### config.mk
export PLATFORM = sky130hd
export DESIGN_NAME = mount_tracker
export DESIGN_NICKNAME = d
export VERILOG_FILES = /design/src/hw/disk_bridge_pkg.sv /design/src/hw/mount_tracker.sv
export SDC_FILE = /design/constraint.sdc
export NUM_CORES = 1
export LEC_CHECK = 0
export ABC_AREA = 1
export ABC_CLOCK_PERIOD_IN_PS = 2600
export BUFFER_PORTS_ARGS = -buffer_cell sky130_fd_sc_hd__buf_2
export CORE_ASPECT_RATIO = 1.2
export CORE_UTILIZATION = 41
export DETAILED_ROUTE_END_ITERATION = 8
export GPL_TIMING_DRIVEN = 0
export PLACE_DENSITY = 0.76
export REMOVE_ABC_BUFFERS = 1
export SETUP_SLACK_MARGIN = 0.3
export SLEW_MARGIN = 0
export SYNTH_ARGS = -nofsm -noshare
export SYNTH_HDL_FRONTEND = slang
export SYNTH_SLANG_ARGS = --single-unit
### constraint.sdc
create_clock -name clk_sys -period 2.6 [get_ports clk_sys]
set_input_delay 0.39 -clock clk_sys [delete_from_list [all_inputs] [get_ports clk_sys]]
set_output_delay 0.39 -clock clk_sys [all_outputs]
set_load 0.02 [all_outputs]
### src/hw/disk_bridge_pkg.sv
`default_nettype none

package disk_bridge_pkg;

	// ==============================
	// Sizes
	// ==============================
	localparam int NUM_DRIVES = 8;
	localparam int BUF_AW     = 9;
	localparam int APB_AW     = 4;

	// ==============================
	// Register map
	// ==============================
	// Byte offsets, one 32-bit word each
	localparam logic [APB_AW-1:0] REG_CTRL     = 4'h0;
	localparam logic [APB_AW-1:0] REG_STATUS   = 4'h4;
	localparam logic [APB_AW-1:0] REG_DATA     = 4'h8;
	localparam logic [APB_AW-1:0] REG_ADDR_CLR = 4'hC;

	// CTRL fields
	localparam int CTRL_LBA_SEL_BIT  = 0;
	localparam int CTRL_BLOCK_RD_BIT = 1;
	localparam int CTRL_BLOCK_WR_BIT = 2;
	localparam int CTRL_DRIVE_LSB    = 3;

	// Slots that always mount read-only
	localparam int RO_DRIVE_A = 4;
	localparam int RO_DRIVE_B = 5;

	// ==============================
	// Types
	// ==============================
	typedef logic [7:0]                      byte_t;
	typedef logic [BUF_AW-1:0]               buf_addr_t;
	typedef logic [NUM_DRIVES-1:0]           drive_mask_t;
	typedef logic [$clog2(NUM_DRIVES)-1:0]   drive_num_t;
	typedef logic [1:0]                      file_type_t;
	typedef logic [31:0]                     lba_t;
	typedef logic [31:0]                     file_size_t;
	typedef logic [APB_AW-1:0]               apb_addr_t;
	typedef logic [31:0]                     apb_data_t;

	// Block request sequencing
	typedef enum logic [1:0] {
		REQ_IDLE,
		REQ_WAIT_ACK,
		REQ_WAIT_END
	} req_state_t;

endpackage

`default_nettype wire

### src/hw/mount_tracker.sv
`timescale 1ns/1ps
`default_nettype none

module mount_tracker
	import disk_bridge_pkg::*;
(
	input  logic        clk_sys,
	input  logic        areset,
	input  drive_mask_t img_mounted_i,
	input  logic        img_readonly_i,
	input  file_size_t  img_size_i,
	input  file_type_t  img_type_i,
	output logic        mount_toggle_o,
	output drive_num_t  drive_o,
	output file_type_t  file_type_o,
	output logic        readonly_o,
	output file_size_t  file_size_o
);

	logic       any_prev_q;
	logic       mount_edge;
	drive_num_t top_drive;

	assign mount_edge = (|img_mounted_i) & ~any_prev_q;

	// Highest set bit decides the drive number
	always_comb begin
		top_drive = '0;
		for (int i = 0; i < NUM_DRIVES; i++) begin
			if (img_mounted_i[i]) begin
				top_drive = drive_num_t'(i);
			end
		end
	end

	always_ff @(posedge clk_sys) begin
		if (areset) begin
			any_prev_q     <= 1'b0;
			mount_toggle_o <= 1'b0;
		end else begin
			any_prev_q <= |img_mounted_i;
			if (mount_edge) begin
				mount_toggle_o <= ~mount_toggle_o;
			end
		end
	end

	// Mount details, refreshed on every mount event
	always_ff @(posedge clk_sys) begin
		if (mount_edge) begin
			drive_o     <= top_drive;
			file_type_o <= img_type_i;
			file_size_o <= img_size_i;
			readonly_o  <= img_readonly_i
				| (top_drive == drive_num_t'(RO_DRIVE_A))
				| (top_drive == drive_num_t'(RO_DRIVE_B));
		end
	end

endmodule

`default_nettype wire

# Word-level counts from Yosys, hierarchy flattened
# Cells that the tools add are included.
# word_totals
ff_bits,40
output_inout_bits,39
wordCells,21
in_bits,45
# classes
n_reduce_logical,1
bitwise_logic,5
mux,7
n_eq_ne,2
# ops
operator,n
$mux W3,6
$reduce_or A8 Y1,1
$eq A3 B3 Y1 const B,2
$not A1 Y1,2
$or A1 B1 Y1,2
$and A1 B1 Y1,1
$mux W1,1

# Logic depth before layout (Yosys ltp)
# depth
word_depth,10
mapped_depth,7
depth_no_buf,7

# Least setup slack after synthesis
# OpenSTA, ideal clock, no wires.
# synth_timing
kind,input port to flip-flop
from,in img_mounted_i[4]
to,"reg drive_o[0], enable pin"
path_stages,4
path_slack_ns,0.623
t_arrival_ns,1.572
path_buffers,0
t_required_ns,2.195
setup_ns,0.405
path_cell_list,nor2_2 > nand2_2 > nor2_2 > nor2_2
# synth_via
elab_chain_len,2
# synth_rtl
item,line,text
start: declaration,mount_tracker.sv:9,"input drive_mask_t img_mounted_i,"
$reduce_or A8 Y1,mount_tracker.sv:24,assign mount_edge = (|img_mounted_i) & ~any_prev_q;
$and A1 B1 Y1,mount_tracker.sv:24,
named net mount_edge,mount_tracker.sv:21,logic mount_edge;
end signal: assignment,mount_tracker.sv:51,drive_o <= top_drive;
end: declaration,mount_tracker.sv:14,"output drive_num_t drive_o,"
# The timed path passes the listed nets, and every way through them passes these cells.
# A chain may end at the register's enable or synchronous reset.

# Worst setup path in the final report
# layout_timing
from,reg any_prev_q
to,"reg file_size_o[14], enable pin"
# layout_via
elab_chain_len,2
# layout_rtl
item,line,text
start: declaration,mount_tracker.sv:20,logic any_prev_q;
start signal: assignment,mount_tracker.sv:41,any_prev_q <= |img_mounted_i;
$not A1 Y1,mount_tracker.sv:24,
$and A1 B1 Y1,mount_tracker.sv:24,
named net mount_edge,mount_tracker.sv:21,
end signal: assignment,mount_tracker.sv:53,file_size_o <= img_size_i;
end: declaration,mount_tracker.sv:17,output file_size_t file_size_o
# The timed path passes the listed nets, and every way through them passes these cells.

==> reports/metrics.yaml <==
power_and_ir_drop:
  p_per_area_nw_per_um2: 645
  max-vdd-ir-drop_mv: 0.543
  leakage_nw: 0.838
global_route:
  grt_overflow: 0
  grt_max_degree: 40
  met1_usage_pct: 13.7
  use_met3_pct: 7.62
  antenna_found_initial: 0
  busiest_layer: "met2"
  grt_use_total_pct: 14.3
  grt_pass1_wl_mm: 3.33
  use_met2_pct: 23.6
  grt_pass1_vias: 830
route:
  drt.antenna.violating_nets: 0
  drc: 0
  dr_total_vias: 857
  post_drt_wl_per_cell_um: 11.2
  wl_mm: 2.23
  viasPerCell: 4.29
  dr.pass1.iters: 3
  drt_first_iter_violations: 14
layout:
  syn2layout_area_growth_pct: 39.5
  stdcell_area_um2: 1850
  fillers: 258
  final_core_util_pct: 60.1
  antenna_cells: 0
  drive_gt1_share_pct: 57.9
  fin_nets: 208
placed_design:
  hpwl_mm: 1.73
  io_buffers: 83
  place_area_um2: 1790
  gp_congestion: 0.681
synthesis:
  ys_async_sr_fraction_pct: 0
  synth_area_leaders: "edfxtp_1 (86%), dfxtp_1 (3.0%), inv_1 (2.8%), nor2_2 (2.4%), nand2_1 (2.0%)"
  synth.most_common_cell: "edfxtp_1"
  synth_cell_types: 11
  syn_inst: 73
  synth.avg_cell_area_um2: 18.2
  yosys_warnings: 0
  synth_ff_type: "edfxtp_1"
  syn_area_um2: 1330
  ys_seq_elements: 40
  ys_seq_area_share_pct: 88.9
  synth_top_cell_area_share_pct: 85.9
  synth-edff-count: 38
  yosys-top-cells-count: "edfxtp_1 (38), inv_1 (10), nand2_1 (7)"
  synth_area_leader_cell: "edfxtp_1"
setup_path:
  startpoint_type: "register"
  cp_top_family: "simple AND/OR/NAND/NOR gates"
  crit_buf_inv: 0
  critical_path_cell_count: 1
  crit_fanout: 39
  crit_path_top_delay_cell: "nor2_4"
  cp.required_ns: 2.56
  cpPeakStageDelay_ns: 0.78
  end_kind: "register"
  critPathArrivalTime_ns: 1.48
  path_class: "register to register"
  rr_worst_depth: 1
  path_cells: "nor2_4"
timing:
  setup_viol_count_final: 0
  period_needed_ns: 1.52
  post-route-period-util_pct: 58.5
  fmax_mhz: 657
  slew_headroom_pct: 32.7
  finalClockSkew_ns: 0.00502
  hold_violations: 0
  tightestPinTransition_ns: 1.01
  setup_tns_ns: 0
  final-max-slew-violation-count: 0
  rsz0062_at_grt: "false"
clock_tree:
  hold_buffers: 0
  ctsLongestPathBuffers: 2
  clk_latency_ns: 0.33
  numCtsBuffers: 5
  cts_root_buf: "clkbuf_4"
  clk_pin_slew_worst_paths_ns: 0.10
  cts_tree: "yes"
  cts_setup_buffers: 0
  post_cts_resized: 0
  h-tree-depth: 2
  cts.sinks: 40
status:
  status: "completed"
worst_hold_path:
  holdPathStages: 2
  hp-class: "input pin to register"
floorplan:
  dieHeight_um: 64.4
  start_util_pct: 43.1
  ios: 84
  fp.dieW_um: 54.0
  num_rows: 22
  dieArea_um2: 3470
  placeableCoreArea_um2: 3080
run:
  cap_violations: 0
report_power, final:
group / leakage (nW) / switching (mW) / internal (mW)
Clock: 0.0326 / 0.175 / 0.133
Combinational: 0.421 / 0.0823 / 0.0506
Sequential: 0.384 / 0.00846 / 0.745
Total: 0.838 / 0.266 / 0.929
registers in the layout, indices dropped and copies added, names as in the netlist:
register and flops:
file_type_o 2, readonly_o 1, any_prev_q 1, mount_toggle_o 1
drive_o 3, file_size_o 32
through the flow:
step	setup WS, ns	std cells	hold WS [ns]	power (mW)
after global placement	0.243	192	0.492	0.898
after detailed placement	0.720	192	0.508	0.904
after global routing	0.962	200	0.186	1.25
after floorplan	0.623	73	0.462	0.835
after CTS	1.05	200	0.198	1.21
final	1.08	200	0.209	1.20
cell type report:
cell class	instances	area, µm²	share of cell area (%)
Clock buffer	8	58.8	3.17
Inverter	10	37.5	2.03
Multi-Input combinational cell	23	115	6.21
Sequential cell	40	1180	63.7
Tap cell	36	45.0	2.43
Timing Repair Buffer	83	415	22.4
routing by layer:
metal	share of wire, %	vias up
li1	-	437
met5	0	-
met1	34	369
met4	2.9	0
met2	53	44
met3	11	7
cells in the final DEF (no fill, tap or decap):
cell type / count
nand2_2: 1
edfxtp_1: 38
buf_2: 83
a21oi_1: 1
nor2_2: 4
clkbuf_4: 5
inv_1: 10
nor2_1: 5
o21ai_0: 2
dfxtp_1: 2
nor2_4: 1
o31ai_1: 1
clkbuf_8: 1
clkbuf_1: 2
nand3_1: 1
nand2_1: 7
kinds of logic (layout without fill, tap and decap cells):
group	after synthesis	count (layout)	share of synthesized area, %
simple gates	19	19	6.59
compound gates	4	4	1.69
buf+inv	10	101	2.83
flops	40	40	88.9
worst paths after layout:
| path | slack, ns | startpoint | to |
|---|---|---|---|
| worst max register to register | 1.08 | any_prev_q | file_size_o[14] |
| worst min register to register | 0.52 | mount_toggle_o | mount_toggle_o |
| worst min-delay path | 0.21 | areset | any_prev_q |
| worst max-delay path | 1.08 | any_prev_q | file_size_o[14] |
Note: power is estimated with default switching activity, not from simulation.
