`src/hw/disk_bridge_pkg.sv`:
```
`default_nettype none

package disk_bridge_pkg;

	// ==============================
	// Sizes
	// ==============================
	localparam int NUM_DRIVES = 8;
	localparam int BUF_AW     = 9;
	localparam int APB_AW     = 4;

	// ==============================
	// Register map
	// ==============================
	// Byte offsets, one 32-bit word each
	localparam logic [APB_AW-1:0] REG_CTRL     = 4'h0;
	localparam logic [APB_AW-1:0] REG_STATUS   = 4'h4;
	localparam logic [APB_AW-1:0] REG_DATA     = 4'h8;
	localparam logic [APB_AW-1:0] REG_ADDR_CLR = 4'hC;

	// CTRL fields
	localparam int CTRL_LBA_SEL_BIT  = 0;
	localparam int CTRL_BLOCK_RD_BIT = 1;
	localparam int CTRL_BLOCK_WR_BIT = 2;
	localparam int CTRL_DRIVE_LSB    = 3;

	// Slots that always mount read-only
	localparam int RO_DRIVE_A = 4;
	localparam int RO_DRIVE_B = 5;

	// ==============================
	// Types
	// ==============================
	typedef logic [7:0]                      byte_t;
	typedef logic [BUF_AW-1:0]               buf_addr_t;
	typedef logic [NUM_DRIVES-1:0]           drive_mask_t;
	typedef logic [$clog2(NUM_DRIVES)-1:0]   drive_num_t;
	typedef logic [1:0]                      file_type_t;
	typedef logic [31:0]                     lba_t;
	typedef logic [31:0]                     file_size_t;
	typedef logic [APB_AW-1:0]               apb_addr_t;
	typedef logic [31:0]                     apb_data_t;

	// Block request sequencing
	typedef enum logic [1:0] {
		REQ_IDLE,
		REQ_WAIT_ACK,
		REQ_WAIT_END
	} req_state_t;

endpackage

`default_nettype wire

```
`src/hw/block_request_fsm.sv`:
```
`timescale 1ns/1ps
`default_nettype none

module block_request_fsm
	import disk_bridge_pkg::*;
(
	input  logic        clk_sys,
	input  logic        areset,
	input  logic        block_rd_i,
	input  logic        block_wr_i,
	input  drive_num_t  drive_i,
	input  drive_mask_t sd_ack_i,
	output drive_mask_t sd_rd_o,
	output drive_mask_t sd_wr_o,
	output logic        io_done_o
);

	req_state_t  state_q;
	logic        rd_prev_q;
	logic        wr_prev_q;
	logic        rd_edge;
	logic        wr_edge;
	logic        any_ack;
	drive_num_t  drive_q;
	logic        is_wr_q;
	logic        io_done_q;
	drive_mask_t drive_onehot;

	assign rd_edge = block_rd_i & ~rd_prev_q;
	assign wr_edge = block_wr_i & ~wr_prev_q;
	assign any_ack = |sd_ack_i;

	always_ff @(posedge clk_sys) begin
		if (areset) begin
			state_q   <= REQ_IDLE;
			rd_prev_q <= 1'b0;
			wr_prev_q <= 1'b0;
			drive_q   <= '0;
			is_wr_q   <= 1'b0;
			io_done_q <= 1'b1;
		end else begin
			rd_prev_q <= block_rd_i;
			wr_prev_q <= block_wr_i;
			case (state_q)
				REQ_IDLE: begin
					// Read takes precedence when both bits rise together
					if (rd_edge || wr_edge) begin
						drive_q   <= drive_i;
						is_wr_q   <= ~rd_edge;
						io_done_q <= 1'b0;
						state_q   <= REQ_WAIT_ACK;
					end
				end
				REQ_WAIT_ACK: begin
					// Host picked the request up, so drop it
					if (any_ack) begin
						state_q <= REQ_WAIT_END;
					end
				end
				REQ_WAIT_END: begin
					if (!any_ack) begin
						io_done_q <= 1'b1;
						state_q   <= REQ_IDLE;
					end
				end
				default: state_q <= REQ_IDLE;
			endcase
		end
	end

	// Request line of the latched drive only, while waiting for the host
	assign drive_onehot = drive_mask_t'(1) << drive_q;
	assign sd_rd_o      = (state_q == REQ_WAIT_ACK && !is_wr_q) ? drive_onehot : '0;
	assign sd_wr_o      = (state_q == REQ_WAIT_ACK &&  is_wr_q) ? drive_onehot : '0;
	assign io_done_o    = io_done_q;

endmodule

`default_nettype wire

```
`config.mk`:
```
export PLATFORM = sky130hd
export DESIGN_NAME = block_request_fsm
export DESIGN_NICKNAME = d
export VERILOG_FILES = /design/src/hw/disk_bridge_pkg.sv /design/src/hw/block_request_fsm.sv
export SDC_FILE = /design/constraint.sdc
export NUM_CORES = 1
export LEC_CHECK = 0
export BUFFER_PORTS_ARGS = -buffer_cell sky130_fd_sc_hd__buf_2
export CORE_AREA = 2 2 39 41
export CTS_BUF_LIST = sky130_fd_sc_hd__clkbuf_16
export DETAILED_ROUTE_END_ITERATION = 10
export DIE_AREA = 0 0 41 43
export PLACE_DENSITY = 0.73
export SLEW_MARGIN = 20
export SYNTH_ARGS = -nofsm -noshare
export SYNTH_HDL_FRONTEND = slang
export SYNTH_SLANG_ARGS = --single-unit
```
`constraint.sdc`:
```
create_clock -name clk_sys -period 1.4 [get_ports clk_sys]
set_input_delay 0.07 -clock clk_sys [delete_from_list [all_inputs] [get_ports clk_sys]]
set_output_delay 0.07 -clock clk_sys [all_outputs]
set_load 0.01 [all_outputs]
```
---- Yosys cells after proc, flatten, opt, wreduce, memory -nomap -nowiden ----
Index checks and enable logic that the tools add are counted.
storage, ports and cells
  output and inout port bits .............. 17
  bits in registers ....................... 9
  bits of input ports ..................... 15
cells by class
  shift-type cells ........................ 1
  muxes and demuxes ....................... 9
  reductions and logical operators ........ 10
  bitwise gates (word level) .............. 5
  equality and inequality tests ........... 5
operators by type and width
  kind                 number
  $mux 8               2
  $reduce_or 8->1      1
  $shl 1x3->8 const A  1
  $mux 2               3
  $ne 2x2->1 const B   3
  $pmux 2 s3           1
  $reduce_and 3->1     2
  $not 1->1            3
  $and 1x1->1          2
  $eq 2x1->1 const B   1
  $eq 2x2->1 const B   1
  $logic_and 1x1->1    2
  $logic_not 2->1      1
  $mux 1               2
  $pmux 1 s2           1
  $reduce_and 2->1     1
  $reduce_bool 2->1    1
  $logic_not 1->1      1
  $logic_or 1x1->1     1

---- Depth between registers and ports, before layout ----
  depth after elaboration ................. 5
  mapped depth ............................ 3
  gate-level depth less buffers ........... 3

---- Worst setup path after synthesis ----
No wires, ideal clock.
  path kind ............................... register to output
  start point ............................. reg state_q[1]
  end point ............................... out sd_rd_o[2]
  cell stages (with the launch flop) ...... 4
  arrival time ............................ 1.090 ns
  buffers on the path ..................... 0
  path slack .............................. 0.240 ns
  cells stage by stage .................... dfxtp_1 > nand2b_1 > or3b_1 > nor3_2
between the ends
  cells in the longest elaborated chain, start to end .. 3
RTL lines
  item                    RTL line                 text
  start, declared         block_request_fsm.sv:18  req_state_t state_q;
  start signal, assigned  block_request_fsm.sv:35  state_q <= REQ_IDLE;
  start signal, assigned  block_request_fsm.sv:51  state_q <= REQ_WAIT_ACK;
  start signal, assigned  block_request_fsm.sv:57  state_q <= REQ_WAIT_END;
  $eq 2x1->1              block_request_fsm.sv:73  assign sd_rd_o = (state_q == REQ_WAIT_ACK && !is_wr_q) ? drive_onehot : '0;
  $logic_and 1x1->1       block_request_fsm.sv:73
  $mux 8                  block_request_fsm.sv:73
  end, declared           block_request_fsm.sv:13  output drive_mask_t sd_rd_o,
No other way between the ends.

---- Final worst setup path ----
Ends and elaborated chain as after synthesis.

==> out/qor.yml <==
synth:
  synth_edf_count: 0
  synth-warning-count: 0
  synthDominantCellAreaShare: 0.354
  synthTopCellsByCount: "sky130_fd_sc_hd__nor2_1, sky130_fd_sc_hd__nand2b_1, sky130_fd_sc_hd__dfxtp_1, sky130_fd_sc_hd__nor2b_1, sky130_fd_sc_hd__nor3_1"
  ys_async_sr_fraction: 0
  synthesis.area_per_instance_um2: 8.21
  yosys.cell_types.count: 21
  post_synth_instance_area_um2: 509
  syn-instance-count: 62
  flip_flop_and_latch_count_after_synthesis: 9
  synth_seq_area_share: 0.354
  yosys-top-cells-area: "sky130_fd_sc_hd__dfxtp_1, sky130_fd_sc_hd__nand2b_1, sky130_fd_sc_hd__nor2_1"
  synthMostInstantiatedCell: "sky130_fd_sc_hd__nor2_1"
  netlist.top_cell.by_area: "sky130_fd_sc_hd__dfxtp_1"
  yosys_most_used_dff: "sky130_fd_sc_hd__dfxtp_1"
  syn-num-nets: 77
run_status:
  violations: "setup timing"
  status: "finished with violations"
cells_and_area:
  area_growth_pct: 58.0
  antenna-diode-count: 0
  fraction_of_final_layout_cells_with_drive_strength_greater_than_1: 0.475
  filler_cell_count: 128
  final_net_count: 115
  final_cell_area_um2: 805
setup_path:
  critPathMaxFanout: 4
  r2r_setup_slack_ns: 0.05
  r2r_end: "io_done_o"
  startpoint_type: "flip-flop"
  crit_required_ns: 1.33
  critical_path.top_delay_family: "simple AND/OR/NAND/NOR gates"
  cp.arrival_ns: 1.37
  path_class: "flip-flop to output pin"
  timing.critical_path.slowest_cell_delay_ns: 0.40
  worst_r2r_startpoint: "state_q[1]"
  worst_path_max_delay_cell: "sky130_fd_sc_hd__or3b_4"
  critical_path.n_buffers_inverters: 1
  crit_path_end_kind: "output pin"
  crit_path_start: "state_q[1]"
  worst-r2r-cell-count: 4
  cp_cell_sequence: "nand2b_4 > or3b_4 > nor3_2 > buf_2"
cts:
  tritoncts: "done"
  cts.clk_slew.worst_paths_ns: 0.04
  cts_htree_levels: 1
  insertion_delay_ns: 0.24
  clockRootBuffer: "sky130_fd_sc_hd__clkbuf_16"
  cts.sink_count: 9
  cts_buf_count: 3
  cts-root-to-sink-buffers: 2
timing:
  fmaxAchievable_mhz: 693
  setup_ws_ns: -0.0423
  rsz_0062_raised_after_global_routing: "yes"
  final-hold-violation-count: 0
  finalCriticalPeriod_ns: 1.44
  final_worst_path_period_share: 1.03
  tightestPinTransition_ns: 0.255
  report.final.setup_viol: 3
  timing.slew.headroom: 0.828
  finalMaxSlewViolations: 0
  timing.clock.skew_ns: 0.00204
floorplanning:
  design.die.area_um2: 1760
  die_w_um: 41
  floorplan.core_area_um2: 1380
  count_of_standard_cell_rows: 14
  boundaryPins: 32
  floorplan.initialDensity: 0.368
  dieHeight_um: 43
place:
  detailed_place_hpwl_um: 875
  gp_congestion: 0.716
  placed_area_um2: 681
  port_buffers: 31
power_and_ir_drop:
  cellLeakagePower_nw: 0.378
  report.power.total_w: 0.000992
  irDropWorstVdd_mv: 0.744
  power.density_cell_area_nw_per_um2: 1230
route:
  detailroute.via_count: 559
  wl_per_cell_um: 11.1
  wirelength_um: 1280
  vias_per_cell: 4.86
  drt_drc_violations_left: 0
  detailedRoute.firstPassIterationCount: 2
  antenna_violating_nets_left: 0
  drt_first_iter_violations: 3
hold_path:
  hold_start: "block_wr_i"
  timing.hold.worst.class: "input port to flip-flop"
  hold_path_end: "wr_prev_q"
  min_delay_path_depth: 2
grt:
  grt.total_usage: 0.163
  grt_pass1_vias: 486
  global_route.overflow_total: 0
  initial_antenna_violation_count: 0
  grt_pass1_wl_um: 1920
  grt_max_degree: 14
run:
  cap_viol_max_count: 0
## power by group
group	internal (W)	switching (W)	total [W]
logic	0.0000922	0.0000800	0.000172
clock network	0.000373	0.000125	0.000498
registers	0.000287	0.0000344	0.000321
## sequential cells by signal, summed over array words and instances, names as in the netlist
| signal | cells |
|---|---|
| drive_q | 3 |
| state_q | 2 |
| io_done_o | 1 |
| is_wr_q | 1 |
| rd_prev_q | 1 |
| wr_prev_q | 1 |
## cell usage in the layout (no fill, tap or decap), drive strengths merged, types with 2 or more instances in the layout
cell    netlist  final
clkbuf        1      3
nand2         2      2
dfxtp         9      9
nor3          5      5
nor2         15     15
nand2b       10     10
nor2b         5      5
buf           0     34
or4           2      2
mux2i         3      3
## per-stage QoR
stage                      util  setup slack, ns  hold WS [ns]  cells  TNS (ns)
after global routing      0.581           -0.105        0.0932    115    -0.553
after floorplan               -            0.240         0.198     62         0
after detailed placement  0.492            0.100         0.302    108         0
after global placement    0.492            0.151         0.293    108         0
final                     0.581          -0.0423        0.0579    115   -0.0557
after CTS                 0.571          -0.0360        0.0618    114   -0.0877
## worst reg2reg max path, delay by kind of cell, from the launching register on
kind                   cells  cell delay (ns)
AOI/OAI and AO/OA          2             0.53
buffers and inverters      1             0.14
DFF                        1             0.34
and+or+nand+nor            1             0.22
## cell type report
class / instances / area, um^2 / share of cell area
clock buffers: 3 / 75.1 / 0.0933
flip-flops and latches: 9 / 185 / 0.230
well taps: 16 / 20.0 / 0.0249
multi-input cells: 52 / 343 / 0.426
clock inverters: 1 / 3.75 / 0.00467
repair buffers: 34 / 178 / 0.221
## repair_timing
action / 4_1_cts / 5_1_grt
resized for setup: 5 / 2
endpoints found under the hold margin: 0 / 0
setup endpoints to repair: 8 / 17
setup buffers: 2 / 1
pin swaps: 2 / 4
hold buffers: 0 / 0
## per-layer routing
metal	global-route usage	vias up	part of all wire
met5	0	-	0
met4	0.100	0	0.014
met3	0.0314	2	0.052
met2	0.294	21	0.52
met1	0.153	248	0.41
li1	-	288	-
## logic make-up after synthesis
family                    share of synthesized area
buffers and inverters                       0.00736
AOI/OAI and AO/OA                            0.0860
xor gates and xnor gates                     0.0172
DFF                                           0.354
and+or+nand+nor                               0.477
muxes                                        0.0590
## how the worst max path moves through the flow
stage,end,depth (start not counted),slack (ns)
final,sd_rd_o[2],4,-0.04
after global routing,sd_rd_o[2],4,-0.11
after CTS,sd_rd_o[2],4,-0.04
after detailed placement,sd_rd_o[2],4,0.10
after global placement,sd_rd_o[2],4,0.15
after floorplan,sd_rd_o[2],3,0.24
Power figures use the tool's default switching activity.
