===== src/hw/disk_bridge_pkg.sv =====
`default_nettype none

package disk_bridge_pkg;

	// ==============================
	// Sizes
	// ==============================
	localparam int NUM_DRIVES = 8;
	localparam int BUF_AW     = 9;
	localparam int APB_AW     = 4;

	// ==============================
	// Register map
	// ==============================
	// Byte offsets, one 32-bit word each
	localparam logic [APB_AW-1:0] REG_CTRL     = 4'h0;
	localparam logic [APB_AW-1:0] REG_STATUS   = 4'h4;
	localparam logic [APB_AW-1:0] REG_DATA     = 4'h8;
	localparam logic [APB_AW-1:0] REG_ADDR_CLR = 4'hC;

	// CTRL fields
	localparam int CTRL_LBA_SEL_BIT  = 0;
	localparam int CTRL_BLOCK_RD_BIT = 1;
	localparam int CTRL_BLOCK_WR_BIT = 2;
	localparam int CTRL_DRIVE_LSB    = 3;

	// Slots that always mount read-only
	localparam int RO_DRIVE_A = 4;
	localparam int RO_DRIVE_B = 5;

	// ==============================
	// Types
	// ==============================
	typedef logic [7:0]                      byte_t;
	typedef logic [BUF_AW-1:0]               buf_addr_t;
	typedef logic [NUM_DRIVES-1:0]           drive_mask_t;
	typedef logic [$clog2(NUM_DRIVES)-1:0]   drive_num_t;
	typedef logic [1:0]                      file_type_t;
	typedef logic [31:0]                     lba_t;
	typedef logic [31:0]                     file_size_t;
	typedef logic [APB_AW-1:0]               apb_addr_t;
	typedef logic [31:0]                     apb_data_t;

	// Block request sequencing
	typedef enum logic [1:0] {
		REQ_IDLE,
		REQ_WAIT_ACK,
		REQ_WAIT_END
	} req_state_t;

endpackage

`default_nettype wire


===== src/hw/buffer_pointer.sv =====
`timescale 1ns/1ps
`default_nettype none

module buffer_pointer
	import disk_bridge_pkg::*;
(
	input  logic      clk_sys,
	input  logic      areset,
	input  logic      clear_i,
	input  logic      incr_i,
	output buf_addr_t addr_o
);

	buf_addr_t addr_q;

	// Clear wins over increment
	// Rolls over from 511 back to 0 by width
	always_ff @(posedge clk_sys) begin
		if (areset) begin
			addr_q <= '0;
		end else if (clear_i) begin
			addr_q <= '0;
		end else if (incr_i) begin
			addr_q <= addr_q + 1'b1;
		end
	end

	assign addr_o = addr_q;

endmodule

`default_nettype wire


===== config.mk =====
export PLATFORM = sky130hd
export DESIGN_NAME = buffer_pointer
export DESIGN_NICKNAME = d
export VERILOG_FILES = /design/src/hw/disk_bridge_pkg.sv /design/src/hw/buffer_pointer.sv
export SDC_FILE = /design/constraint.sdc
export NUM_CORES = 1
export LEC_CHECK = 0
export BUFFER_PORTS_ARGS = -buffer_cell sky130_fd_sc_hd__buf_2
export CORE_AREA = 2 2 39 41
export DETAILED_ROUTE_END_ITERATION = 8
export DIE_AREA = 0 0 41 43
export SLEW_MARGIN = 5
export SYNTH_ARGS = -nofsm -noshare
export SYNTH_HDL_FRONTEND = slang
export SYNTH_SLANG_ARGS = --single-unit

===== constraint.sdc =====
create_clock -name clk_sys -period 2.03 [get_ports clk_sys]
set_clock_uncertainty 0.1 [all_clocks]
set_input_delay 0.609 -clock clk_sys [delete_from_list [all_inputs] [get_ports clk_sys]]
set_output_delay 0.609 -clock clk_sys [all_outputs]
set_load 0.01 [all_outputs]

**Yosys cells after proc, flatten, opt, wreduce, memory -nomap -nowiden**

Index checks and enable logic that the tools add are counted.

- Multipliers: 0
- Reductions and logical operators: 1
- Divide/modulo/power cells: 0
- Bitwise gates (word level): 0
- Equal/unequal tests: 0
- Add/subtract/negate cells: 1
- $lt $le $gt $ge: 0
- Muxes and demuxes: 0
- Shift operators: 0

Operators with widths:

| kind | count |
|---|---|
| 9-bit by 1-bit adder with 9-bit output, second input constant | 1 |
| 2-bit OR reduction | 1 |

- Logic and storage cells: 3
- Bits in read-only memories: 0
- Memories kept: 0
- Flip-flop bits (word level): 9
- Memory bits (writable): 0
- Latch bits: 0

**Logic depth before layout (Yosys ltp)**

Gate-level depths: netlist of the first run.

- Word-level depth: 1
- Mapped depth: 4

**Worst setup path before layout of the first run**

No wires, ideal clock.

- Kind: input-to-reg
- Start point: in incr_i
- End point: reg addr_q[6] (netlist: addr_o[6])
- Stages on the path: 4
- Path slack: 0.509 ns
- Buffers on the path: 1
- Arrival time: 1.351 ns
- Cells stage by stage: buf_2 nand4_4 or3_1 a21oi_1

RTL lines:

| element | line | source |
|---|---|---|
| start: declaration | buffer_pointer.sv:10 | `input logic incr_i,` |
| end signal: assignment | buffer_pointer.sv:24 | `addr_q <= addr_q + 1'b1;` |
| end: declaration | buffer_pointer.sv:14 | `buf_addr_t addr_q;` |

**Worst setup path after layout of the first run**

- Start point: reg addr_q[2] (netlist: addr_o[2])
- End point: out addr_o[2]

RTL lines:

| element | line | source |
|---|---|---|
| end: declaration | buffer_pointer.sv:11 | `output buf_addr_t addr_o` |

No word-level cell between the ends.

==> results of run 1 <==
synth_stat cells:
cell type,n,area [um2]
mux2i_1,1,10.01
nand2_1,3,11.26
ha_1,1,12.51
clkbuf_1,1,3.750
xor2_1,3,26.28
o21ai_0,4,20.02
or2_2,1,6.260
dfxtp_1,9,180.2
buf_2,1,5.000
nor2_1,5,18.77
nand4_1,4,25.02
or3_1,4,25.02
nand4_4,1,21.27
xnor2_1,1,8.760
a21oi_1,4,20.02
cell families (layout without fill, tap and decap cells):
kind of cell	count (synthesis)	in the layout
adders and majority gates	1	1
AOI/OAI and AO/OA	8	8
muxes	1	1
xor gates and xnor gates	4	4
and+or+nand+nor	18	18
DFF	9	9
buffers and inverters	2	16
cell type report:
cell class	count	area, um2
multi-input combinational	32	205.2
sequential	9	180.2
timing repair buffer	12	60.06
tap	16	20.02
fill	155	892.1
clock buffer	4	26.28
layer usage:
layer,wire length [um],vias to the layer above,share of wire
met5,0,-,0
li1,-,181,-
met3,74,2,0.098
met1,349,147,0.46
met2,321,13,0.43
met4,10,0,0.013
where the power goes:
part           internal (mW)  leakage, nW  total (mW)  switching [mW]
clock network         0.0759       0.0150       0.140          0.0645
logic                0.00657        0.114      0.0142         0.00768
registers              0.178       0.0726       0.180         0.00220
worst paths after layout:
check                            endpoint  slack, ns
worst max-delay path            addr_o[2]       0.44
worst min-delay path            addr_o[8]       0.39
worst max register to register  addr_o[8]       0.63
worst min register to register  addr_o[8]       0.39
worst min-delay path: stages (launching register included):
cell,delay [ns]
dfxtp_1,0.32
o21ai_0,0.07
a21oi_1,0.06
through the flow:
step	util	setup WS (ns)	area, um2	hold WS (ns)
2_1_floorplan	-	0.5090	394.1	0.4023
3_3_place_gp	0.3363	0.4611	465.4	0.3777
3_5_place_dp	0.3363	0.4457	465.4	0.3788
4_1_cts	0.3553	0.4287	491.7	0.3897
5_1_grt	0.3553	0.3985	491.7	0.4349
6_report	0.3553	0.4380	491.7	0.3882
==> results.txt, run 1 <==
Status: finished clean
Achievable Freq: 628.1 MHz
Drt first pass iters: 1
IO Pins: 13
Met2 Use GR: 0.1563
Final net count: 63
Slowest-stage cell, CP: dfxtp_1
GRT busiest layer: met2
Yosys reg bits: 9
Die Span X: 41 um
# diodes: 0
Final setup viols: 0
Crit path cell chain: buf_2
Simple-Gate Fraction of Synth Area: 0.2730
Relative slew slack: 0.8454
Crit-path max cell delay: 0.44 ns
Total negative setup slack: 0 ns
CP endpoint kind: output port
Reg clk slew, reported paths: 0.06 ns
Layout cell share with drive strength beyond 1: 0.2982
Core Rows: 14
Crit Path Class: flip-flop to output port
CP required: 1.32 ns
Critical Path AT: 0.88 ns
Vias per cell: 4.699
Yosys warnings: 0
Crit path from: addr_o[2]
Die area: 1763 um2
CTS H-tree lvls: 1
Fin. max-slew vios: 0
RSZ-0062 raised after global routing: false
Final hold violations: 0
CTS tree: yes
Number of post-CTS setup repair buffers: 0
Synth Area in Adders: 0.03175
Buffers plus inverters on the worst setup path: 1
Worst Hold Class: flip-flop to flip-flop
Hold Startpoint: addr_o[8]
Hold_buf cts: 0
First-pass GRT wire length: 1304 um
Starting Density: 0.2848
Longest Clk Path Bufs: 2
Post-route ant nets: 0
GRT Residual Overflow: 0
Routability cong.: 0.7180
Clock latency at the later pin of the worst-skew pair: 0.26 ns
WL/cell: 10.34 um
1st-iter DRT viols: 0
Commonest cells after routing, fill and taps aside: buf_2, dfxtp_1, nor2_1
Total power: 0.3348 mW
Area of the core: 1384 um2
Post-Layout Cell Count: 73
Antenna violations before repair: 0
Post-Syn Nets: 48
Die height: 43 um
Via count: 343
Main combinational cell family by area after synthesis: simple AND/OR/NAND/NOR gates
Placed insts: 69
# Max-Cap Violations: 0
Residual DRC: 0
Cells on Worst Hold Path: 2
Synthesized area: 394.1 um2
Cell variety after synth: 15
Xor/xnor cell area share of the yosys netlist: 0.08889
Post-route minimum period: 1.592 ns
Total wire length: 755 um
Area growth, synth to finish: 24.76%
Register area share after synthesis: 0.4571
# resized after CTS: 0
DP Wirelength: 561.2 um
GRT Util Overall: 0.1118
Worst-path fanout max: 5
Startpoint types: flip-flop
Final period utilization: 0.7842
Worst r2r path cells: 4
IO buf count: 12
Avg Cell Area, Syn: 9.166 um2
Slew @ Worst Pin: 0.2316 ns
Sink Count: 9
Cells after synthesis: 43
Max reg flops: 9
Mux cell area share after synthesis: 0.02540
Grt met3 use: 0.07853
Post-synthesis compound-gate area fraction: 0.1016
R2R Path Start: addr_o[0]
Largest net degree at the start of global routing: 10
Critical path depth: 1
Top delay family on crit path: flip-flops
Clock root cell: clkbuf_4
Commonest non-fill, non-tap cell in the layout: buf_2
Peak supply drop: 427.4 uV
Cell Pwr Density: 680.8 nW/um2
GR Util met1: 0.1299
Vias in the first global route: 325
CTS buffer count: 3
LEAKAGE: 0.2018 nW
(Power assumes the default switching activity.)
==> run 2: changes to the inputs <==
Settings changed: ABC_AREA set to 1.
Clock period 2.03 ns to 1.5 ns, I/O delays scaled along.
==> results.txt, run 2 <==
Status: finished clean (unchanged)
Area of the core: 1384 um2 (unchanged)
# diodes: 0 (unchanged)
Final setup viols: 0 (unchanged)
Avg Cell Area, Syn: 7.104 um2 (was 9.166 um2)
Cells after synthesis: 59 (was 43)
Reg2Reg Setup Slack: 0.28 ns (was 0.63 ns)
Top cells by instance count after synthesis: nand2_1, nor2_1, dfxtp_1, inv_1, a21oi_1 (was dfxtp_1, nor2_1)
Residual DRC: 0 (unchanged)
GRT Util Overall: 0.1137 (was 0.1118)
Grt met3 use: 0.01571 (was 0.07853)
Area leader, netlist: dfxtp_1 (unchanged)
Max reg flops: 9 (unchanged)
Fill cells: 153 (was 155)
Final net count: 82 (was 63)
Antenna violations before repair: 0 (unchanged)
# resized after CTS: 0 (unchanged)
Routability cong.: 0.6979 (was 0.7180)
Critical Path AT: 0.81 ns (was 0.88 ns)
Fin. max-slew vios: 0 (unchanged)
Post-Syn Nets: 64 (was 48)
Total negative setup slack: 0 ns (unchanged)
Die height: 43 um (unchanged)
Relative slew slack: 0.8323 (was 0.8454)
Yosys reg bits: 9 (unchanged)
Slowest-stage cell, CP: dfxtp_1 (unchanged)
CTS tree: yes (unchanged)
Yosys warnings: 0 (unchanged)
GRT Residual Overflow: 0 (unchanged)
Ys async rst share: 0 (unchanged)
Post-route core utilization: 0.3852 (was 0.3553)
WL/cell: 9.261 um (was 10.34 um)
Number of post-CTS setup repair buffers: 0 (unchanged)
Synthesized area: 419.2 um2 (was 394.1 um2)
CP required: 0.95 ns (was 1.32 ns)
DP Wirelength: 643.2 um (was 561.2 um)
Hold_buf cts: 0 (unchanged)
RSZ-0062 raised after global routing: false (unchanged)
Simple-Gate Fraction of Synth Area: 0.3493 (was 0.2730)
Worst slack at placement: 0.1771 ns (was 0.4457 ns)
Final hold violations: 0 (unchanged)
Setup ws final: 0.1359 ns (was 0.4380 ns)
Most common flop cell mapped by yosys: dfxtp_1 (unchanged)
GR Util met1: 0.1586 (was 0.1299)
Buffers plus inverters on the worst setup path: 1 (unchanged)
IO Pins: 13 (unchanged)
Clock latency at the later pin of the worst-skew pair: 0.25 ns (was 0.26 ns)
Die Span X: 41 um (unchanged)
Slew @ Worst Pin: 0.2506 ns (was 0.2316 ns)
Startpoint types: flip-flop (unchanged)
LEAKAGE: 0.2462 nW (was 0.2018 nW)
GRT busiest layer: met2 (unchanged)
EDFF count, synth: 0 (unchanged)
Ranking of synthesized cells by area: dfxtp_1, nand2_1, nor2_1, inv_1, a21oi_1 (was dfxtp_1, xor2_1, nand4_1, or3_1, nand4_4)
Drt first pass iters: 4 (was 1)
Longest Clk Path Bufs: 2 (unchanged)
Clock root cell: clkbuf_4 (unchanged)
Crit-path max cell delay: 0.40 ns (was 0.44 ns)
Xor/xnor cell area share of the yosys netlist: 0.02090 (was 0.08889)
IO buf count: 12 (unchanged)
First-pass GRT wire length: 1393 um (was 1304 um)
Top delay family on crit path: flip-flops (unchanged)
# Max-Cap Violations: 0 (unchanged)
Achievable Freq: 733.1 MHz
Final period utilization: 0.9094
Via count: 420 (was 343)
Sink Count: 9 (unchanged)
Total wire length: 852 um (was 755 um)
Reg clk slew, reported paths: 0.06 ns (about the same)
Synth top area share: 0.4299 (was 0.4571)
Met2 Use GR: 0.1625 (was 0.1563)
Largest net degree at the start of global routing: 7 (was 10)
CTS H-tree lvls: 1 (unchanged)
Crit Path Class: flip-flop to output port (unchanged)
Post-route minimum period: 1.364 ns
CP endpoint kind: output port (unchanged)
Vias per cell: 4.565 (was 4.699)
Cell variety after synth: 15 (unchanged)
Area growth, synth to finish: 27.16% (was 24.76%)
Count leader, synth: nand2_1 (was dfxtp_1)
Starting Density: 0.3029 (was 0.2848)
Fin Hold WS: 0.3753 ns (was 0.3882 ns)
Worst Hold Class: primary input to flip-flop (was flip-flop to flip-flop)
Register area share after synthesis: 0.4299 (was 0.4571)
Worst-path fanout max: 5 (unchanged)
Layout cell share with drive strength beyond 1: 0.2500 (was 0.2982)
Main combinational cell family by area after synthesis: simple AND/OR/NAND/NOR gates (unchanged)
Post-synthesis compound-gate area fraction: 0.08955 (was 0.1016)
Commonest cells after routing, fill and taps aside: nand2_1, buf_2, nor2_1 (was buf_2, dfxtp_1, nor2_1)
Peak supply drop: 296.2 uV (was 427.4 uV)
Total power: 0.4537 mW (was 0.3348 mW)
CTS buffer count: 3 (unchanged)
1st-iter DRT viols: 12 (was 0)
Post-route ant nets: 0 (unchanged)
Die area: 1763 um2 (unchanged)
Vias in the first global route: 351 (was 325)
Core Rows: 14 (unchanged)
Synth Area in Adders: 0.02985 (was 0.03175)
Crit path cell chain: buf_2 (unchanged)
Mux cell area share after synthesis: 0 (was 0.02540)
Cell Pwr Density: 851.1 nW/um2 (was 680.8 nW/um2)
[run 2: final cells by class]
| cell class | count | area, um2 | area share |
|---|---|---|---|
| inverter | 9 | 33.78 | 0.06338 |
| tap | 16 | 20.02 | 0.03756 |
| multi-input combinational | 41 | 205.2 | 0.3850 |
| sequential | 9 | 180.2 | 0.3380 |
| clock buffer | 4 | 26.28 | 0.04930 |
| timing repair buffer | 13 | 67.56 | 0.1268 |
[run 2: worst paths after layout]
| check | startpoint | end | depth (start not counted) |
|---|---|---|---|
| hold reg to reg | addr_o[1] | addr_o[1] | 2 |
| hold / removal | areset | addr_o[2] | 4 |
| setup reg to reg | addr_o[0] | addr_o[8] | 7 |
| setup / recovery | addr_o[4] | addr_o[4] | 1 |
[run 2: metal layers]
metal	up-vias	routed length [um]
li1	220	-
met1	187	382
met2	11	423
met3	2	36
met4	0	10
met5	-	0
[run 2: report_power, final]
part | switching [mW] | total, mW | leakage [nW] | internal (mW)
clock network | 0.0835 | 0.186 | 0.0150 | 0.102
logic | 0.0134 | 0.0249 | 0.159 | 0.0115
registers | 0.00205 | 0.243 | 0.0726 | 0.241
total | 0.0990 | 0.454 | 0.246 | 0.355
[run 2: through the flow]
stage / cells / area [um2]
3_5_place_dp: 88 / 506.7
3_3_place_gp: 88 / 506.7
2_1_floorplan: 59 / 419.2
5_1_grt: 92 / 533.0
4_1_cts: 92 / 533.0
6_report: 92 / 533.0
[run 2: kinds of logic (layout without fill, tap and decap cells)]
group / after synthesis / count (layout)
AND/OR/NAND/NOR: 32 / 32
flip-flops: 9 / 9
buffers and inverters: 9 / 26
AO/OA/AOI/OAI: 7 / 7
adder cells (fa/ha/maj): 1 / 1
XOR/XNOR: 1 / 1
