$ cat src/hw/disk_bridge_pkg.sv
`default_nettype none

package disk_bridge_pkg;

	// ==============================
	// Sizes
	// ==============================
	localparam int NUM_DRIVES = 8;
	localparam int BUF_AW     = 9;
	localparam int APB_AW     = 4;

	// ==============================
	// Register map
	// ==============================
	// Byte offsets, one 32-bit word each
	localparam logic [APB_AW-1:0] REG_CTRL     = 4'h0;
	localparam logic [APB_AW-1:0] REG_STATUS   = 4'h4;
	localparam logic [APB_AW-1:0] REG_DATA     = 4'h8;
	localparam logic [APB_AW-1:0] REG_ADDR_CLR = 4'hC;

	// CTRL fields
	localparam int CTRL_LBA_SEL_BIT  = 0;
	localparam int CTRL_BLOCK_RD_BIT = 1;
	localparam int CTRL_BLOCK_WR_BIT = 2;
	localparam int CTRL_DRIVE_LSB    = 3;

	// Slots that always mount read-only
	localparam int RO_DRIVE_A = 4;
	localparam int RO_DRIVE_B = 5;

	// ==============================
	// Types
	// ==============================
	typedef logic [7:0]                      byte_t;
	typedef logic [BUF_AW-1:0]               buf_addr_t;
	typedef logic [NUM_DRIVES-1:0]           drive_mask_t;
	typedef logic [$clog2(NUM_DRIVES)-1:0]   drive_num_t;
	typedef logic [1:0]                      file_type_t;
	typedef logic [31:0]                     lba_t;
	typedef logic [31:0]                     file_size_t;
	typedef logic [APB_AW-1:0]               apb_addr_t;
	typedef logic [31:0]                     apb_data_t;

	// Block request sequencing
	typedef enum logic [1:0] {
		REQ_IDLE,
		REQ_WAIT_ACK,
		REQ_WAIT_END
	} req_state_t;

endpackage

`default_nettype wire

$ cat src/hw/apb_disk_regs.sv
`timescale 1ns/1ps
`default_nettype none

module apb_disk_regs
	import disk_bridge_pkg::*;
(
	input  logic       clk_sys,
	input  logic       areset,
	// APB slave
	input  logic       psel_i,
	input  logic       penable_i,
	input  logic       pwrite_i,
	input  apb_addr_t  paddr_i,
	input  apb_data_t  pwdata_i,
	output apb_data_t  prdata_o,
	output logic       pready_o,
	output logic       pslverr_o,
	// Status sources
	input  byte_t      buf_rdata_i,
	input  logic       io_done_i,
	input  logic       mount_toggle_i,
	input  drive_num_t mount_drive_i,
	input  file_type_t file_type_i,
	input  logic       readonly_i,
	input  file_size_t file_size_i,
	// Control outputs
	output logic       lba_sel_o,
	output logic       block_rd_o,
	output logic       block_wr_o,
	output drive_num_t drive_o,
	output lba_t       lba_o,
	output logic       buf_we_o,
	output byte_t      buf_wdata_o,
	output logic       ptr_incr_o,
	output logic       ptr_clear_o
);

	logic access;
	logic sel_ctrl;
	logic sel_status;
	logic sel_data;
	logic sel_addr_clr;
	logic mapped;
	logic data_rd;
	logic data_wait_q;
	logic wr_done;

	// ==============================
	// Decode and handshake
	// ==============================
	assign access       = psel_i & penable_i;
	assign sel_ctrl     = (paddr_i == REG_CTRL);
	assign sel_status   = (paddr_i == REG_STATUS);
	assign sel_data     = (paddr_i == REG_DATA);
	assign sel_addr_clr = (paddr_i == REG_ADDR_CLR);
	assign mapped       = sel_ctrl | sel_status | sel_data | sel_addr_clr;
	assign data_rd      = access & sel_data & ~pwrite_i;

	// DATA reads stall one cycle for the registered buffer output
	assign pready_o  = access & ~(data_rd & ~data_wait_q);
	assign pslverr_o = pready_o & ~mapped;
	assign wr_done   = pready_o & pwrite_i & mapped;

	always_ff @(posedge clk_sys) begin
		if (areset) begin
			data_wait_q <= 1'b0;
		end else if (pready_o) begin
			data_wait_q <= 1'b0;
		end else if (data_rd) begin
			data_wait_q <= 1'b1;
		end
	end

	// ==============================
	// CTRL and LBA registers
	// ==============================
	always_ff @(posedge clk_sys) begin
		if (areset) begin
			lba_sel_o  <= 1'b0;
			block_rd_o <= 1'b0;
			block_wr_o <= 1'b0;
			drive_o    <= '0;
			lba_o      <= '0;
		end else if (wr_done) begin
			if (sel_ctrl) begin
				lba_sel_o  <= pwdata_i[CTRL_LBA_SEL_BIT];
				block_rd_o <= pwdata_i[CTRL_BLOCK_RD_BIT];
				block_wr_o <= pwdata_i[CTRL_BLOCK_WR_BIT];
				drive_o    <= pwdata_i[CTRL_DRIVE_LSB +: $bits(drive_num_t)];
			end
			if (sel_data && lba_sel_o) begin
				lba_o <= pwdata_i;
			end
		end
	end

	// Buffer and pointer strobes, only when lba_sel is clear
	assign buf_we_o    = wr_done & sel_data & ~lba_sel_o;
	assign buf_wdata_o = pwdata_i[7:0];
	assign ptr_incr_o  = pready_o & sel_data & ~lba_sel_o;
	assign ptr_clear_o = wr_done & sel_addr_clr;

	// ==============================
	// Read data
	// ==============================
	always_comb begin
		prdata_o = '0;
		if (sel_ctrl) begin
			prdata_o[CTRL_LBA_SEL_BIT]                         = lba_sel_o;
			prdata_o[CTRL_BLOCK_RD_BIT]                        = block_rd_o;
			prdata_o[CTRL_BLOCK_WR_BIT]                        = block_wr_o;
			prdata_o[CTRL_DRIVE_LSB +: $bits(drive_num_t)]     = drive_o;
		end else if (sel_status) begin
			prdata_o[7:0] = {readonly_i, file_type_i, mount_drive_i, mount_toggle_i, io_done_i};
		end else if (sel_data) begin
			// File size takes the place of the buffer byte while lba_sel is set
			prdata_o = lba_sel_o ? apb_data_t'(file_size_i) : apb_data_t'(buf_rdata_i);
		end
	end

endmodule

`default_nettype wire

$ cat config.mk
export PLATFORM = sky130hd
export DESIGN_NAME = apb_disk_regs
export DESIGN_NICKNAME = d
export VERILOG_FILES = /design/src/hw/disk_bridge_pkg.sv /design/src/hw/apb_disk_regs.sv
export SDC_FILE = /design/constraint.sdc
export NUM_CORES = 1
export LEC_CHECK = 0
export BUFFER_PORTS_ARGS = -buffer_cell sky130_fd_sc_hd__buf_4
export CORE_MARGIN = 2
export CORE_UTILIZATION = 43
export DETAILED_ROUTE_END_ITERATION = 12
export GPL_ROUTABILITY_DRIVEN = 1
export PLACE_DENSITY = 0.95
export SYNTH_ARGS = -nofsm -noshare
export SYNTH_HDL_FRONTEND = slang
export SYNTH_SLANG_ARGS = --single-unit
$ cat constraint.sdc
create_clock -name clk_sys -period 2.7 [get_ports clk_sys]
set_input_delay 0.27 -clock clk_sys [delete_from_list [all_inputs] [get_ports clk_sys]]
set_output_delay 0.27 -clock clk_sys [all_outputs]
set_load 0.005 [all_outputs]
# Word-level counts from Yosys, hierarchy flattened
# Index checks and enable logic that the tools add are counted.
[op_classes] eq_ne=3 mux=6 n_bitwise=21 n_reduce_logical=5
[op_table] op="$mux 32" count=2
[op_table] op="$mux 26" count=1
[op_table] op="$mux 24" count=1
[op_table] op="$and 1x1->1" count=13
[op_table] op="$eq 4x4->1 const B" count=2
[op_table] op="$mux 8" count=1
[op_table] op="$mux 6" count=1
[op_table] op="$not 1->1" count=5
[op_table] op="$eq 4x3->1 const B" count=1
[op_table] op="$logic_not 4->1" count=1
[op_table] op="$reduce_and 2->1" count=2
[op_table] op="$or 1x1->1" count=3
[op_table] op="$reduce_or 2->1" count=1
[op_table] op="$logic_and 1x1->1" count=1
[word_totals] ff_bits=39 inputBits=89 output_inout_bits=83 wordCells=41

# Logic depth before layout (Yosys ltp)
# Gate-level depths: netlist of the first run.
[depth] ltp_word=10 depth_mapped=6 mapped_depth_nobuf=3

# Worst setup path before layout of the first run
# OpenSTA, ideal clock, no wires.
[synth_timing] path_type="input to output" from="input paddr_i[1]" to="output prdata_o[0]" arrival_time_ns=1.441 required_time_ns=2.430 setup_slack_ns=0.989 path_stages=5 path_buffers=2 cell_sequence="buf_6 or4b_1 buf_6 o32ai_2 o21a_1"
[synth_via] elab_chain_len=4 word_cells_on_any_way=6 classes_between="2 x eq/ne; 3 x mux; 1 x reduce/logical"
[synth_rtl] element="from (decl)" line_no="apb_disk_regs.sv:13" rtl="input apb_addr_t paddr_i,"
[synth_rtl] element="$eq 4x4->1" line_no="apb_disk_regs.sv:54" rtl="assign sel_data = (paddr_i == REG_DATA);"
[synth_rtl] element="$mux 32" line_no="apb_disk_regs.sv:115" rtl="end else if (sel_data) begin"
[synth_rtl] element="$mux 8" line_no="apb_disk_regs.sv:113" rtl="end else if (sel_status) begin"
[synth_rtl] element="$mux 6 (*)" line_no="apb_disk_regs.sv:108" rtl="if (sel_ctrl) begin"
[synth_rtl] element="to (decl)" line_no="apb_disk_regs.sv:15" rtl="output apb_data_t prdata_o,"
# Mark *: on every way between the ends. The rest lies on a longest branch, timed or not.

# Final worst setup path of the first run
[layout_timing] from="register lba_sel_o" to="output prdata_o[6]"
[layout_via] elab_chain_len=4
[layout_rtl] element="from (decl)" line_no="apb_disk_regs.sv:27" rtl="output logic lba_sel_o,"
[layout_rtl] element="from (signal assigned)" line_no="apb_disk_regs.sv:86" rtl="lba_sel_o <= pwdata_i[CTRL_LBA_SEL_BIT];"
[layout_rtl] element="$mux 32" line_no="apb_disk_regs.sv:117" rtl="prdata_o = lba_sel_o ? apb_data_t'(file_size_i) : apb_data_t'(buf_rdata_i);"
[layout_rtl] element="$mux 32" line_no="apb_disk_regs.sv:115"
[layout_rtl] element="$mux 8" line_no="apb_disk_regs.sv:113"
[layout_rtl] element="$mux 26" line_no="apb_disk_regs.sv:108"
# Every way passes these cells.

==> results of run 1 <==
worst min-delay path by stage:
stage	slack, ps	end
floorplan	420	lba_o[0]$_SDFFE_PP0P_
global placement	450	data_wait_q$_SDFFE_PP0N_
detailed placement	460	data_wait_q$_SDFFE_PP0N_
CTS	240	lba_o[19]$_SDFFE_PP0P_
global route	230	lba_o[18]$_SDFFE_PP0P_
finish	240	lba_o[21]$_SDFFE_PP0P_
logic make-up after synthesis:
| family | after synthesis | share of synthesized area [%] |
|---|---|---|
| AO/OA/AOI/OAI | 80 | 20.4 |
| buffers and inverters | 37 | 9.65 |
| multiplexers | 11 | 5.05 |
| AND/OR/NAND/NOR | 109 | 29.0 |
| flip-flops | 39 | 35.8 |
flip-flops by register name, indices dropped and copies added, names as in the netlist:
register and count:
lba_o 32, drive_o 3, data_wait_q 1, block_rd_o 1, lba_sel_o 1, block_wr_o 1
power groups by stage:
stage               combinational (mW)  sequential, mW  clock, mW
finish                           0.190           0.576      0.418
CTS                              0.190           0.576      0.428
floorplan                       0.0656           0.589          0
global route                     0.205           0.576      0.455
global placement                 0.183           0.589          0
detailed placement               0.189           0.589          0
final cells by class:
class / instances / area [µm²]
Tap cell: 67 / 83.8
Clock buffer: 8 / 100
Sequential cell: 39 / 781
Timing Repair Buffer: 177 / 1330
Multi-Input combinational cell: 200 / 1190
Fill cell: 381 / 1340
metal layers:
layer	GRT usage [%]	wire [µm]	vias to the layer above
met5	0	0	-
met1	34.5	3070	1220
li1	-	-	1271
met3	7.23	672	14
met2	44.2	3720	127
met4	5.26	91	0
critical path, stage by stage (launching register included):
cell     delay [ps]
dfxtp_1         690
buf_4           350
mux2i_1         260
o21ai_0         110
buf_4           150
placed cells by master, fill, tap and decap left out, types with 10 or more instances in the layout:
cell	count
dfxtp_1	39
nand2_1	10
nand3_1	33
buf_4	177
nor2_1	12
mux2i_1	11
o21ai_0	34
a21oi_1	34
nand2b_1	13
and3_1	25
==> qor.csv, run 1 <==
stage,metric,value,unit
place,number of port buffers,171,
timing,Fin Hold WS,241,ps
synth,Synth area leaders,"dfxtp_1, a21oi_1, o21ai_0",
outcome,status,completed,
synth,Post-Syn Area,0.00218,mm²
floorplan,Rows,25,
cts,clock latency on the worst-skew pair,280,ps
timing,setup violators final,0,
layout,fin cells,491,
place,routability cong.,0.779,
timing,setup tns final,0,ps
synth,Synth Flop Type,dfxtp_1,
pwr,clock power share,35.3,%
routing,Routed WL per cell,15.4,µm
synth,cell with the most instances after synthesis,dfxtp_1,
layout,Layout Utilization,72.3,%
setup_path,crit-path max FO,25,
timing,worst-margin pin slew,956,ps
synth,Syn Inst Count,276,
timing,Final period util,78.8,%
worst_hold_path,worst hold start,pwdata_i[21],
pwr,P per Cell Area,340,mW/mm²
worst_hold_path,hold path depth,3,
synth,post-synth cell types,33,
pwr,Comb pwr share,16.0,%
cts,Max Root-Sink Buffers,2,
cts,clock transition at the registers of the reported paths,70,ps
synth,Synth area leader,dfxtp_1,
synth,asr flop ratio synth,0,%
synth,Post-synth EDFFs,0,
cts,hold buffer count at CTS,0,
timing,Rel. slew slack,35.3,%
pwr,Int Power,0.923,mW
timing,unrepaired setup endpoints after global routing,no,
timing,"Hold Vio Cnt, Final",0,
pwr,P_leak,1.62,nW
place,DP Wirelength,5.79,mm
floorplan,die width,75.2,µm
layout,ANT cells,0,
setup_path,Startpoint Class,register,
pwr,"Power, Total",1.18,mW
setup_path,Setup CP Type,reg2out,
setup_path,FF-to-FF Start,lba_sel_o$_SDFFE_PP0P_,
routing,initial DRC count,163,
synth,Mapped Avg Cell Area,7.89,µm²
routing,drt drc,0,
cts,Post-CTS Setup Repair Bufs,0,
timing,fin. max-slew vios,0,
setup_path,FF-to-FF End,lba_o[10]$_SDFFE_PP0P_,
pwr,Net Sw Frac,22.1,%
layout,layout cells sized above 1,44.6,%
synth,top-area cell type share of the netlist area,35.8,%
grt,GRT Total Usage,26.4,%
cts,Root Driver,clkbuf_8,
timing,Max Freq,0.470,GHz
floorplan,starting density of the core,45.2,%
routing,Pre-antenna DRT Iters,4,
setup_path,Reg2Reg Depth,5,
place,dpl cell area,0.00338,mm²
grt,largest net degree at the start of global routing,46,
setup_path,CP Launch Point,lba_sel_o$_SDFFE_PP0P_,
setup_path,Crit. End Element,primary output,
routing,WL final,7.55,mm
floorplan,core footprint,0.00482,mm²
grt,global-route wire length before repair,11.6,mm
synth,"Seq/Total Area, Yosys",35.8,%
setup_path,CP Capture Point,prdata_o[6],
grt,vias in the first global route,2385,
synth,Synth top cells by count,"dfxtp_1, a21oi_1, o21ai_0",
timing,"Min Clock Period, post-route",2130,ps
place,Placed Cells incl. Taps,483,
layout,final net count,512,
cts,total CTS buffers,5,
grt,antenna violations before repair,0,
timing,Setup WS post-layout,573,ps
setup_path,minimum setup slack among reg-to-reg paths,720,ps
pwr,worst ir drop on vdd,0.324,mV
pwr,Sequential Power Share,48.6,%
synth,"flops & latches, synth",39,
routing,Vias,2632,
layout,P&R area growth vs syn,59.8,%
cts,CTS tree,yes,
cts,cts repair resizes,0,
routing,via density per instance,5.36,
cts,TritonCTS sink count,39,
pwr,Net Switching,0.262,mW
flow_run,MaxCap Viol Count,0,
routing,Post-DRT Antenna Nets,0,
timing,clock skew,3.19,ps
grt,"Remaining Overflow, GRT",0,
setup_path,Critical Path AT,1860,ps
synth,Ys Warns,0,
worst_hold_path,class of the worst hold path,in2reg,
floorplan,die area,0.00565,mm²
floorplan,IO Count,172,
floorplan,Die Y,75.2,µm
setup_path,worst path required time,2430,ps
layout,"Design Area, Final",0.00348,mm²
synth,post-synthesis net count,365,
place,pre-CTS setup slack,703,ps
cts,H-tree depth,2,
No activity file was read; power rests on OpenSTA's default activity.
==> run 2: changes to the inputs <==
--- a/config.mk
+++ b/config.mk
@@ -7,10 +7,10 @@
 export LEC_CHECK = 0
 export BUFFER_PORTS_ARGS = -buffer_cell sky130_fd_sc_hd__buf_4
 export CORE_MARGIN = 2
-export CORE_UTILIZATION = 43
+export CORE_UTILIZATION = 40
 export DETAILED_ROUTE_END_ITERATION = 12
 export GPL_ROUTABILITY_DRIVEN = 1
-export PLACE_DENSITY = 0.95
+export PLACE_DENSITY = 0.92
 export SYNTH_ARGS = -nofsm -noshare
 export SYNTH_HDL_FRONTEND = slang
 export SYNTH_SLANG_ARGS = --single-unit
==> constraint.sdc (replaced) <==
create_clock -name clk_sys -period 2 [get_ports clk_sys]
set_input_delay 0.2 -clock clk_sys [delete_from_list [all_inputs] [get_ports clk_sys]]
set_output_delay 0.2 -clock clk_sys [all_outputs]
set_load 0.005 [all_outputs]
==> run 2 against run 1 <==
Power up 30%; register-to-register slack got worse by 260 ps; highest routed layer unchanged; critical path type is now in2out; clock skew up 7.3 ps; largest power group unchanged.
==> qor.csv, run 2 (same netlist as run 1, synthesis figures left out) <==
stage,metric,value,unit,change
place,routability cong.,0.839,,+7.8%
timing,worst-margin pin slew,394,ps,-562 ps
routing,Pre-antenna DRT Iters,4,,unchanged
grt,antenna violations before repair,0,,unchanged
grt,GRT Total Usage,24.9,%,-1.5 points
setup_path,worst path required time,1800,ps,-630 ps
layout,Top reg by flops,lba_o,,
floorplan,Die Y,77.8,µm,+3.5%
timing,setup violators final,0,,unchanged
timing,"Min Clock Period, post-route",1830,ps,
worst_hold_path,hold path depth,3,,unchanged
setup_path,crit-path max FO,19,,-24%
timing,fin. max-slew vios,0,,unchanged
routing,WL final,7.72,mm,+2.3%
timing,Max Freq,0.548,GHz,
cts,Post-CTS Setup Repair Bufs,0,,unchanged
routing,via density per instance,5.36,,about the same
layout,layout cells sized above 1,44.9,%,+0.28 points
floorplan,starting density of the core,42.1,%,-3.1 points
cts,total CTS buffers,5,,unchanged
layout,Largest regs,"lba_o (32), drive_o (3)",,
routing,drt drc,0,,unchanged
grt,"Remaining Overflow, GRT",0,,unchanged
setup_path,Setup CP Type,in2out,,
layout,max reg flops,32,,unchanged
cts,cts repair resizes,0,,unchanged
worst_hold_path,class of the worst hold path,in2reg,,
pwr,Int Power,1.18,mW,+28%
timing,setup tns final,0,ps,unchanged
layout,P&R area growth vs syn,60.5,%,
pwr,Net Sw Frac,23.6,%,+1.5 points
layout,ANT cells,0,,unchanged
pwr,Comb pwr share,16.8,%,+0.8 points
pwr,Net Switching,0.363,mW,+39%
routing,Routed WL per cell,15.5,µm,+0.83%
pwr,clock power share,32.8,%,-2.5 points
cts,CTS tree,yes,,
routing,Post-DRT Antenna Nets,0,,unchanged
setup_path,Crit. End Element,primary output,,
place,number of port buffers,171,,unchanged
grt,vias in the first global route,2518,,+5.6%
place,DP Wirelength,5.72,mm,-1.1%
cts,clock transition at the registers of the reported paths,80,ps,about the same
pwr,P_leak,1.63,nW,+0.69%
timing,unrepaired setup endpoints after global routing,no,,
flow_run,MaxCap Viol Count,0,,unchanged
cts,hold buffer count at CTS,0,,unchanged
timing,Rel. slew slack,73.0,%,+38 points
floorplan,die area,0.00605,mm²,+7.1%
layout,"most common cell after layout, fill and taps aside",buf_4,,
cts,TritonCTS sink count,39,,unchanged
layout,final net count,516,,+0.78%
floorplan,core footprint,0.00517,mm²,+7.4%
setup_path,Reg2Reg Depth,5,,unchanged
timing,Final period util,91.3,%,
grt,largest net degree at the start of global routing,46,,unchanged
setup_path,Startpoint Class,input port,,
pwr,worst ir drop on vdd,0.457,mV,+41%
floorplan,Rows,26,,+4.0%
floorplan,die width,77.8,µm,+3.5%
outcome,status,completed,,
pwr,Sequential Power Share,50.4,%,+1.8 points
timing,clock skew,10.5,ps,+7.29 ps
routing,initial DRC count,148,,-9.2%
grt,global-route wire length before repair,12.2,mm,+5.5%
setup_path,Critical Path AT,1630,ps,-230 ps
cts,clock latency on the worst-skew pair,280,ps,about the same
cts,H-tree depth,2,,unchanged
layout,"commonest non-fill, non-tap cells in the layout","buf_4, dfxtp_1, o21ai_0, a21oi_1, nand3_1",,
timing,"Hold Vio Cnt, Final",0,,unchanged
timing,Fin Hold WS,171,ps,-69.7 ps
pwr,P per Cell Area,441,mW/mm²,+30%
floorplan,IO Count,172,,unchanged
cts,Max Root-Sink Buffers,2,,unchanged
cts,Root Driver,clkbuf_8,,
routing,Vias,2668,,+1.4%
run 2: changes by cell type in the layout (fill, tap and decap cells not counted):
cell / change
buf_4: +4
clkbuf_1: +1
clkbuf_8: -2
clkinv_2: +1
run 2: metal layers:
metal	up-vias	wire, µm	track usage (%)
met1	1236	3150	31.9
met3	15	562	5.70
li1	1280	-	-
met4	0	120	5.36
met5	-	0	0
met2	137	3890	42.7
run 2: path summary, 6_finish.rpt:
path | startpoint | end | slack, ps
worst min-delay path | pwdata_i[27] | lba_o[27]$_SDFFE_PP0P_ | 170
worst max register to register | lba_sel_o$_SDFFE_PP0P_ | lba_o[10]$_SDFFE_PP0P_ | 460
worst max-delay path | paddr_i[2] | ptr_incr_o | 170
worst min register to register | data_wait_q$_SDFFE_PP0N_ | data_wait_q$_SDFFE_PP0N_ | 470
run 2: critical path: stages:
cell and delay (ps):
buf_4 170, or4b_1 620, buf_4 240, nor4_4 250, buf_4 140
run 2: area by class of cell:
type                    count  area, µm²
multi-input cells         200       1190
fillers                   438       1680
well taps                  70       87.6
clock inverters             1       5.00
clock buffers               7       76.3
repair buffers            181       1360
flip-flops and latches     39        781
run 2: through the flow:
| stage | utilization (%) | area, µm² | total power [mW] | std cells | worst slack (ps) |
|---|---|---|---|---|---|
| after floorplan | - | 2180 | 0.884 | 276 | 429 |
| after global placement | 66.0 | 3410 | 1.05 | 490 | 208 |
| after detailed placement | 66.0 | 3410 | 1.05 | 490 | 189 |
| after CTS | 67.6 | 3500 | 1.56 | 498 | 179 |
| after global routing | 67.6 | 3500 | 1.61 | 498 | 119 |
| final | 67.6 | 3500 | 1.54 | 498 | 174 |
run 2: power by group through the flow:
stage | Clock [mW] | Combinational, mW | Sequential, mW
4_1_cts | 0.525 | 0.258 | 0.777
3_5_place_dp | 0 | 0.257 | 0.795
2_1_floorplan | 0 | 0.0886 | 0.795
5_1_grt | 0.552 | 0.278 | 0.777
3_3_place_gp | 0 | 0.251 | 0.795
6_report | 0.505 | 0.259 | 0.777
